File: config.mk
export PLATFORM = sky130hd
export DESIGN_NAME = execute_top
export DESIGN_NICKNAME = d
export VERILOG_FILES = /design/src/verilog/exec_pkg.sv /design/src/verilog/branch_resolve.sv /design/src/verilog/eflags_reg.sv /design/src/verilog/exec_alu.sv /design/src/verilog/execute_top.sv /design/src/verilog/pipestage.sv
export SDC_FILE = /design/constraint.sdc
export NUM_CORES = 1
export LEC_CHECK = 0
export ABC_AREA = 1
export BUFFER_PORTS_ARGS = -buffer_cell sky130_fd_sc_hd__buf_4
export CAP_MARGIN = 5
export CORE_ASPECT_RATIO = 1.1
export CORE_UTILIZATION = 58
export DETAILED_ROUTE_END_ITERATION = 8
export PLACE_DENSITY_LB_ADDON = 0.2
export SLEW_MARGIN = 20
export SYNTH_ARGS = -nofsm -noshare
export SYNTH_HDL_FRONTEND = slang
export SYNTH_SLANG_ARGS = --single-unit
export TNS_END_PERCENT = 5
File: constraint.sdc
create_clock -name clk -period 16.3 [get_ports clk]
set_clock_uncertainty 0.2 [all_clocks]
set_input_delay 4.89 -clock clk [delete_from_list [all_inputs] [get_ports clk]]
set_output_delay 4.89 -clock clk [all_outputs]
set_load 0.01 [all_outputs]
File: src/verilog/exec_pkg.sv
//**********************************************************
// Execute stage shared types
// Operation, condition and size encodings, flags and records
//**********************************************************

package exec_pkg;

    // Operation class from decode
    typedef enum logic [3:0] {
        ADD = 4'd0,
        ADC,
        SUB,
        SBB,
        CMP,
        AND,
        OR,
        XOR,
        MOV,
        JCC,
        JMP,
        NOP
    } alu_op_e;

    // x86 condition codes in tttn order
    typedef enum logic [3:0] {
        CC_O  = 4'h0,
        CC_NO,
        CC_B,
        CC_AE,
        CC_E,
        CC_NE,
        CC_BE,
        CC_A,
        CC_S,
        CC_NS,
        CC_P,
        CC_NP,
        CC_L,
        CC_GE,
        CC_LE,
        CC_G
    } cond_e;

    typedef enum logic [1:0] {
        SZ8  = 2'd0,
        SZ16 = 2'd1,
        SZ32 = 2'd2
    } opsize_e;

    // Low six bits line up with the ALU flag vector
    typedef struct packed {
        logic df;
        logic of;
        logic sf;
        logic zf;
        logic af;
        logic pf;
        logic cf;
    } eflags_t;

    typedef struct packed {
        alu_op_e     op;
        cond_e       cond;
        opsize_e     opsize;
        logic [2:0]  dest_reg;
        logic [31:0] op_a;
        logic [31:0] op_b;     // jump target for JCC/JMP
        logic [31:0] pc;
        logic [31:0] next_pc;
        logic        pred_taken;
        logic        set_df;
        logic        clear_df;
    } exec_req_t;

    typedef struct packed {
        logic [2:0]  dest_reg;
        logic [31:0] result;
        opsize_e     opsize;
        logic        write_reg;
        logic [31:0] pc;
        logic        br_taken;
        logic        br_mispredict;
        logic [31:0] jump_address;
    } wb_res_t;

endpackage

File: src/verilog/branch_resolve.sv
//**********************************************************
// Branch resolver
// Condition check, redirect address and misprediction
//**********************************************************

module branch_resolve (
    input  exec_pkg::exec_req_t req,
    input  exec_pkg::eflags_t   flags,
    output logic                taken,
    output logic [31:0]         jump_address,
    output logic                mispredict
);
    import exec_pkg::*;

    logic cond_true;
    logic is_jump;

    // Flags as they stood before this instruction
    always_comb begin
        case (req.cond)
            CC_O:    cond_true = flags.of;
            CC_NO:   cond_true = ~flags.of;
            CC_B:    cond_true = flags.cf;
            CC_AE:   cond_true = ~flags.cf;
            CC_E:    cond_true = flags.zf;
            CC_NE:   cond_true = ~flags.zf;
            CC_BE:   cond_true = flags.cf | flags.zf;
            CC_A:    cond_true = ~(flags.cf | flags.zf);
            CC_S:    cond_true = flags.sf;
            CC_NS:   cond_true = ~flags.sf;
            CC_P:    cond_true = flags.pf;
            CC_NP:   cond_true = ~flags.pf;
            // Signed compares use SF against OF
            CC_L:    cond_true = flags.sf ^ flags.of;
            CC_GE:   cond_true = ~(flags.sf ^ flags.of);
            CC_LE:   cond_true = flags.zf | (flags.sf ^ flags.of);
            default: cond_true = ~(flags.zf | (flags.sf ^ flags.of));
        endcase
    end

    assign is_jump = (req.op == JCC) || (req.op == JMP);

    assign taken = (req.op == JMP) || ((req.op == JCC) && cond_true);

    // Fall-through when not taken
    assign jump_address = taken ? req.op_b : req.next_pc;

    assign mispredict = is_jump && (taken != req.pred_taken);

endmodule

File: src/verilog/eflags_reg.sv
//**********************************************************
// EFLAGS register
// Per-flag masked writes plus direction flag strobes
//**********************************************************

module eflags_reg (
    input  logic              clk,
    input  logic              arst_n,
    input  logic              upd_en,
    input  logic [5:0]        flag_val,
    input  logic [5:0]        flag_upd,
    input  logic              set_df,
    input  logic              clear_df,
    output exec_pkg::eflags_t eflags
);

    logic [5:0] wr_mask;

    assign wr_mask = flag_upd & {6{upd_en}};

    always_ff @(posedge clk or negedge arst_n) begin
        if (!arst_n) begin
            eflags <= '0;
        end else begin
            // Arithmetic flags only where the mask allows
            eflags[5:0] <= (eflags[5:0] & ~wr_mask) | (flag_val & wr_mask);
            // Set wins over clear
            if (upd_en && set_df) begin
                eflags.df <= 1'b1;
            end else if (upd_en && clear_df) begin
                eflags.df <= 1'b0;
            end
        end
    end

endmodule

File: src/verilog/exec_alu.sv
//**********************************************************
// Execute stage ALU
// Add/subtract and logic at 8, 16 or 32 bits with flags
//**********************************************************

module exec_alu (
    input  exec_pkg::exec_req_t req,
    input  exec_pkg::eflags_t   flags,
    output logic [31:0]         result,
    output logic [5:0]          flag_val,
    output logic [5:0]          flag_upd
);
    import exec_pkg::*;

    logic [31:0] size_mask;
    logic [31:0] a_s;
    logic [31:0] b_s;
    logic [31:0] b_eff;
    logic [32:0] sum;
    logic        is_arith;
    logic        is_sub;
    logic        is_logic;
    logic        cin;
    logic        carry_out;
    logic        a_msb;
    logic        b_msb;
    logic        r_msb;
    logic        cf;
    logic        of;
    logic        af;
    logic        zf;
    logic        sf;
    logic        pf;

    always_comb begin
        case (req.opsize)
            SZ8:     size_mask = 32'h0000_00ff;
            SZ16:    size_mask = 32'h0000_ffff;
            default: size_mask = 32'hffff_ffff;
        endcase
    end

    assign a_s = req.op_a & size_mask;
    assign b_s = req.op_b & size_mask;

    assign is_arith = req.op inside {ADD, ADC, SUB, SBB, CMP};
    assign is_sub   = req.op inside {SUB, SBB, CMP};
    assign is_logic = req.op inside {AND, OR, XOR};

    // Subtract as a + ~b + 1, borrow folds into the carry-in
    assign b_eff = (is_sub ? ~b_s : b_s) & size_mask;

    always_comb begin
        case (req.op)
            ADC:          cin = flags.cf;
            SUB, CMP:     cin = 1'b1;
            SBB:          cin = ~flags.cf;
            default:      cin = 1'b0;
        endcase
    end

    assign sum = {1'b0, a_s} + {1'b0, b_eff} + {32'd0, cin};

    always_comb begin
        case (req.op)
            ADD, ADC, SUB, SBB, CMP: result = sum[31:0] & size_mask;
            AND:                     result = a_s & b_s;
            OR:                      result = a_s | b_s;
            XOR:                     result = a_s ^ b_s;
            MOV:                     result = b_s;
            // Jumps and NOP write nothing back
            default:                 result = 32'd0;
        endcase
    end

    // Sign bits and carry out at the selected size
    always_comb begin
        case (req.opsize)
            SZ8: begin
                a_msb     = a_s[7];
                b_msb     = b_eff[7];
                r_msb     = result[7];
                carry_out = sum[8];
            end
            SZ16: begin
                a_msb     = a_s[15];
                b_msb     = b_eff[15];
                r_msb     = result[15];
                carry_out = sum[16];
            end
            default: begin
                a_msb     = a_s[31];
                b_msb     = b_eff[31];
                r_msb     = result[31];
                carry_out = sum[32];
            end
        endcase
    end

    // Borrow is the inverted carry on the subtract path
    assign cf = is_arith & (carry_out ^ is_sub);
    assign of = is_arith & (a_msb ~^ b_msb) & (a_msb ^ r_msb);
    assign af = is_arith & (a_s[4] ^ b_s[4] ^ result[4]);
    assign zf = (result == 32'd0);
    assign sf = r_msb;
    assign pf = ~^result[7:0];

    assign flag_val = {of, sf, zf, af, pf, cf};
    assign flag_upd = (is_arith | is_logic) ? 6'h3f : 6'h00;

endmodule

File: src/verilog/execute_top.sv
//**********************************************************
// Execute stage top
// ALU, branch resolver, EFLAGS and writeback pipestage
//**********************************************************

module execute_top (
    input  logic                clk,
    input  logic                arst_n,
    input  logic                flush,
    input  logic                e_valid,
    output logic                e_ready,
    input  exec_pkg::exec_req_t e_req,
    input  logic                wb_ready,
    output logic                wb_valid,
    output exec_pkg::wb_res_t   wb_res,
    output exec_pkg::eflags_t   eflags
);
    import exec_pkg::*;

    logic [31:0] alu_result;
    logic [5:0]  alu_flag_val;
    logic [5:0]  alu_flag_upd;
    logic        br_taken;
    logic [31:0] br_jump_address;
    logic        br_mispredict;
    logic        accept;
    logic        write_reg;
    wb_res_t     stage_in;

    exec_alu exec_alu_inst (
        .req      (e_req),
        .flags    (eflags),
        .result   (alu_result),
        .flag_val (alu_flag_val),
        .flag_upd (alu_flag_upd)
    );

    branch_resolve branch_resolve_inst (
        .req          (e_req),
        .flags        (eflags),
        .taken        (br_taken),
        .jump_address (br_jump_address),
        .mispredict   (br_mispredict)
    );

    // Flags commit on the same edge the request is taken
    assign accept = e_valid & e_ready;

    eflags_reg eflags_reg_inst (
        .clk      (clk),
        .arst_n   (arst_n),
        .upd_en   (accept),
        .flag_val (alu_flag_val),
        .flag_upd (alu_flag_upd),
        .set_df   (e_req.set_df),
        .clear_df (e_req.clear_df),
        .eflags   (eflags)
    );

    // Compares, jumps and NOP leave the register file alone
    assign write_reg = !(e_req.op inside {CMP, JCC, JMP, NOP});

    always_comb begin
        stage_in.dest_reg      = e_req.dest_reg;
        stage_in.result        = alu_result;
        stage_in.opsize        = e_req.opsize;
        stage_in.write_reg     = write_reg;
        stage_in.pc            = e_req.pc;
        stage_in.br_taken      = br_taken;
        stage_in.br_mispredict = br_mispredict;
        stage_in.jump_address  = br_jump_address;
    end

    pipestage pipestage_inst (
        .clk       (clk),
        .arst_n    (arst_n),
        .flush     (flush),
        .in_valid  (e_valid),
        .in_ready  (e_ready),
        .in_data   (stage_in),
        .out_valid (wb_valid),
        .out_ready (wb_ready),
        .out_data  (wb_res)
    );

endmodule

File: src/verilog/pipestage.sv
//**********************************************************
// Writeback pipestage
// One-entry holding register with valid/ready and flush
//**********************************************************

module pipestage (
    input  logic              clk,
    input  logic              arst_n,
    input  logic              flush,
    input  logic              in_valid,
    output logic              in_ready,
    input  exec_pkg::wb_res_t in_data,
    output logic              out_valid,
    input  logic              out_ready,
    output exec_pkg::wb_res_t out_data
);

    // Empty, or draining this cycle, and not flushing
    assign in_ready = (~out_valid | out_ready) & ~flush;

    always_ff @(posedge clk or negedge arst_n) begin
        if (!arst_n) begin
            out_valid <= 1'b0;
        end else if (flush) begin
            out_valid <= 1'b0;
        end else if (in_ready) begin
            out_valid <= in_valid;
        end
    end

    // Payload only moves on a transfer
    always_ff @(posedge clk) begin
        if (in_valid && in_ready) begin
            out_data <= in_data;
        end
    end

endmodule
# Word level (Yosys, flattened, before mapping)

Index checks and enable logic that the tools add are counted.

Add/subtract/negate cells: 2
Equal/unequal tests: 27
Mux-type cells: 15
Bitwise operators: 39
Reductions and logical operators: 21

Operator list:

| operator             | number |
|---|---|
| $and A32 B32 Y32     | 5 |
| $pmux W32 S5         | 1 |
| $mux W32             | 2 |
| $pmux W32 S2         | 1 |
| $eq A4 B4 Y1 const B | 11 |
| $add A32 B32 Y33     | 1 |
| $add A33 B1 Y33      | 1 |
| $eq A4 B3 Y1 const B | 8 |
| $logic_not A32 Y1    | 1 |
| $not A32 Y32         | 1 |
| $or A32 B32 Y32      | 1 |
| $xor A32 B32 Y32     | 1 |
| $and A6 B6 Y6        | 3 |
| $eq A4 B2 Y1 const B | 4 |
| $pmux W1 S15         | 1 |
| $not A1 Y1           | 10 |
| $eq A4 B1 Y1 const B | 2 |
| $logic_not A4 Y1     | 2 |
| $pmux W1 S2          | 4 |
| $reduce_xnor A8 Y1   | 1 |
| $and A1 B1 Y1        | 6 |
| $mux W6              | 1 |
| $not A6 Y6           | 1 |
| $or A6 B6 Y6         | 1 |
| other kinds (17)     | 34 |

Bits in registers: 112
Bits of input ports: 149
Word-level logic and storage cells: 120

# Longest topological paths before layout

Word-level depth: 15
Mapped depth: 29
Gate-level depth less buffers: 27

# Hierarchy

A second synthesis with hierarchy kept.

Cell total of the unflattened synthesis: 1396
Area, all modules: 10183.5 um^2

Modules (own cells, without submodules):

| module         | instances | cells an instance | area each (um^2) | seq. area each (um^2) |
|---|---|---|---|---|
| exec_alu       | 1         | 1087              | 5856.9           | 0.0 |
| pipestage      | 1         | 115               | 3194.3           | 3148.0 |
| branch_resolve | 1         | 145               | 784.5            | 0.0 |
| eflags_reg     | 1         | 36                | 299.0            | 175.2 |
| execute_top    | 1         | 13                | 48.8             | 0.0 |

# Worst setup path after synthesis

Ideal clock, no wire load.

Kind: input to register
Start point: input port wb_ready
End point: register (tool-made name)
Data arrival time: 10.717 ns
Required time: 16.034 ns
Setup slack: 5.318 ns
Cell stages on the path: 12
Path buffers: 0
Path through: inv_1 > nand2_1 > inv_1 > nor3_2 > nand2_1 > nor2_1 > nand3_1 > nor2_1 > nand3_1 > nor3_2 > nand3_1 > nand2_1

RTL lines:

| element            | RTL line          | text |
|---|---|---|
| start: declaration | execute_top.sv:13 | `input logic wb_ready,` |

# Worst setup path after layout

Start point: input port wb_ready
End point: output port e_ready

Longest elaborated chain between the ends: 2

Ends and longest elaborated chain:

| element          | RTL line          | text |
|---|---|---|
| $or A1 B1 Y1     | pipestage.sv:19   | `assign in_ready = (~out_valid \| out_ready) & ~flush;` |
| $and A1 B1 Y1    | pipestage.sv:19   |  |
| end: declaration | execute_top.sv:11 | `output logic e_ready,` |

Every way passes these cells.

==> summary.txt <==
Outcome
  • Status: completed

Logic synthesis
  • Top-area cell type share of the netlist area: 32.8%
  • Number of instances in the synthesized netlist: between 1000 and 1500
  • Number of library cell types mapped by synthesis: 52
  • Count of warnings emitted by yosys: 0
  • Netlist Area Pre-Place: 9510 sq um
  • Sequential element share of the synthesized area: 34.9%
  • Number of enable-type register cells in the synthesized netlist: 104
  • Primary flip-flop cell chosen by synthesis mapping: edfxtp_1
  • Count of state elements after synthesis: 112
  • Library cell occupying the most area in the post-synthesis netlist: edfxtp_1
  • Post-Syn Nets: 1543
  • Main area contributors after synthesis: edfxtp_1 (33%), nand2_1 (15%), ha_1 (13%)
  • Async S/R FF share, synth: 7.14%
  • Post-Syn Area per Cell: 7.36 sq um

Worst setup path
  • Arr. time, crit path: 5.40 ns
  • Data required time at the worst endpoint: 11.21 ns
  • Critical path startpoint category: input pin
  • Kind of critical path: in -> out
  • Max Fanout on Critical Path: 2
  • Endpoint type of the worst setup path: output pin

Clock network
  • Total clock buffers created by CTS: 9
  • Clock sink count: 112
  • Number of buffers inserted by post-CTS setup repair: 0
  • Clk slew on worst S/H paths: 0.08 ns
  • Clock Tree Root: clkbuf_16
  • CTS tree: yes
  • Quantity of hold-fixing buffers added after cts: 0
  • Insertion delay to the later sink of the worst-skew pair: around 0.36 ns
  • CTS H-tree lvls: 3
  • Post-cts resize count: 0
  • Maximum number of buffers from clock root to sink: 2

Route
  • Residual DRC count: 0
  • Total vias in the final route: slightly below 10000
  • Total routed wirelength: between 30000 and 40000 um
  • Total iterations of the first detailed-routing run: 5
  • Routed via count divided by cell count: 5.66
  • Iteration-0 DRC Markers: slightly above 1000
  • Antenna viol nets, final: 0
  • Wirelength per Cell: 18.5 um

Placement
  • Number of instances in the placed design: 1725
  • DP Worst Slack: a little under 6 ns
  • Half-perimeter wire length after detailed placement: 24900 um
  • Post-place instance area: 11600 sq um
  • IO Port Bufs: 261
  • Global placement routability congestion: between 0.9 and 1

Floorplanning
  • Overall die height: 136 um
  • Floorplan row count: 48
  • Std-Cell Core Area: around 16000 sq um
  • Total Die Area: approximately 17000 sq um
  • Chip width: 124 um
  • Number of ports placed on the die boundary: roughly 260
  • Initial core utilization: 60.0%

Layout
  • Filler cell count in the final layout: 1289
  • Area taken by flip-flops and latches: ~3300 sq um
  • Largest register FFs: 104
  • Fraction of final layout cells sized beyond drive strength 1: ~21%
  • Net count, final: 1786
  • Final standard cell count with taps included and fillers excluded: approximately 1700
  • Number of antenna repair diodes: 0
  • Signed area change from the synthesized netlist to the final layout: 24.8%
  • Final design area excluding fillers: 11900 sq um
  • Area used by multi-input combinational logic: 5180 sq um

Global route
  • Gr usage total: 37.9%
  • Pin count of the biggest net entering global routing: 71
  • Remaining Overflow, GRT: 0
  • Global-route wire length before repair: about 48000 um
  • Initial antenna violation count: 0
  • Number of global-route vias before repair: between 9000 and 10000

Pwr
  • Sequential fraction of design power: 40.6%
  • Clk pwr share: 26.4%
  • Switching power share of the total: roughly a third
  • Leakage power: between 0.006 and 0.007 uW
  • Internal power: between 500 and 600 uW
  • Combinational Power Share: roughly 33%
  • Net Sw Power: 290 uW
  • Pwr/cell area: 71.3 nW/um^2
  • Worst IR drop on VDD: about 49 uV

Job
  • Number of max-cap violations: 0

STA
  • Final-report setup violation count: 0
  • Relative slew slack: 40.4%
  • Least-Margin Pin Slew: 0.894 ns
  • Minimum setup slack in the final design: 5.81 ns
  • Highest attainable clock frequency: 95.3 MHz
  • Final worst path period need: around 10 ns
  • Final-report hold violation count: 0
  • Setup repair after global routing missed its margin: false
  • Aggregate negative setup slack: 0 ns
  • Final cycle utilization of the critical path: 64.4%
  • Pins Over Slew Limit: 0

Worst hold path
  • Type of the most critical hold path: reg -> reg
-- cell type report --
type / instances / share of cell area (%)
Timing Repair Buffer: 265 / 16.8
Sequential cell: 112 / 28.0
Clock inverter: 6 / 0.527
Multi-Input combinational cell: 929 / 43.7
Clock buffer: 10 / 2.01
Inverter: 219 / 6.94
Tap cell: 200 / 2.11
-- cell usage in the layout, fill, tap and decap left out, types with 62 or more instances in the layout --
| cell type | n |
|---|---|
| ha_1 | 99 |
| edfxtp_1 | 104 |
| inv_1 | 207 |
| a21oi_1 | 71 |
| nand2_1 | 385 |
| nor2_1 | 97 |
| buf_4 | 265 |
| o21ai_0 | 62 |
| nand3_1 | 80 |
-- kinds of logic after synthesis --
family	share of synthesized area (%)
adder cells (fa/ha/maj)	13.4
AO/OA/AOI/OAI	11.2
flip-flops	34.9
buffers and inverters	10.6
XOR/XNOR	1.46
AND/OR/NAND/NOR	28.3
-- critical path, stage by stage --
cell     delay [ns]
buf_4          0.11
inv_1          0.05
nand2_1        0.06
inv_1          0.11
nor2_1         0.05
buf_4          0.13
-- layer usage --
| metal | part of all wire (%) | up-vias | global-route usage [%] |
|---|---|---|---|
| met4 | 4.2 | 0 | 18.1 |
| met5 | 0 | - | 0 |
| met1 | 39 | 4527 | 48.7 |
| met2 | 47 | 546 | 61.5 |
| li1 | - | 4687 | - |
| met3 | 11 | 91 | 6.29 |
-- path summary, 6_finish.rpt --
path	startpoint	slack (ns)	to	cells past startpoint
worst min register to register	eflags_reg_inst.eflags[6]	0.31	eflags_reg_inst.eflags[6]	1
worst max register to register	flip-flop	12.15	flip-flop	17
min in group asynchronous	arst_n	4.14	pipestage_inst.out_valid	1
worst max-delay path	wb_ready	5.81	e_ready	6
max in group asynchronous	arst_n	11.62	asynchronous set/reset pin	1
worst min-delay path	eflags_reg_inst.eflags[6]	0.31	eflags_reg_inst.eflags[6]	1
-- stage by stage --
| stage | util (%) | power (uW) | hold slack (ns) |
|---|---|---|---|
| floorplan | - | 514 | 0.319 |
| global route | 74.9 | 886 | 0.348 |
| finish | 74.9 | 846 | 0.310 |
| global placement | 73.0 | 613 | 0.277 |
| detailed placement | 73.0 | 621 | 0.287 |
| CTS | 74.9 | 841 | 0.313 |
-- synth_stat cells (all sizes together) (3+ instances only) --
| library cell | number |
|---|---|
| nand3 | 82 |
| xor2 | 11 |
| nand3b | 10 |
| a221oi | 11 |
| a211oi | 6 |
| a21oi | 72 |
| buf | 20 |
| xnor2 | 4 |
| clkbuf | 13 |
| o22ai | 4 |
| nand4 | 11 |
| nor3 | 12 |
| nand2 | 398 |
| o21bai | 3 |
| dfrtp | 8 |
| or2 | 8 |
| o221ai | 6 |
| inv | 219 |
| ha | 99 |
| o21ai | 70 |
| edfxtp | 104 |
| nor2 | 105 |
-- power groups by stage --
stage / sequential (uW) / combinational [uW] / clock (uW)
4_1_cts: 343 / 275 / 223
5_1_grt: 345 / 308 / 233
3_3_place_gp: 349 / 265 / 0
3_5_place_dp: 349 / 272 / 0
2_1_floorplan: 358 / 156 / 0
6_report: 343 / 279 / 224
(Power assumes the default switching activity.)
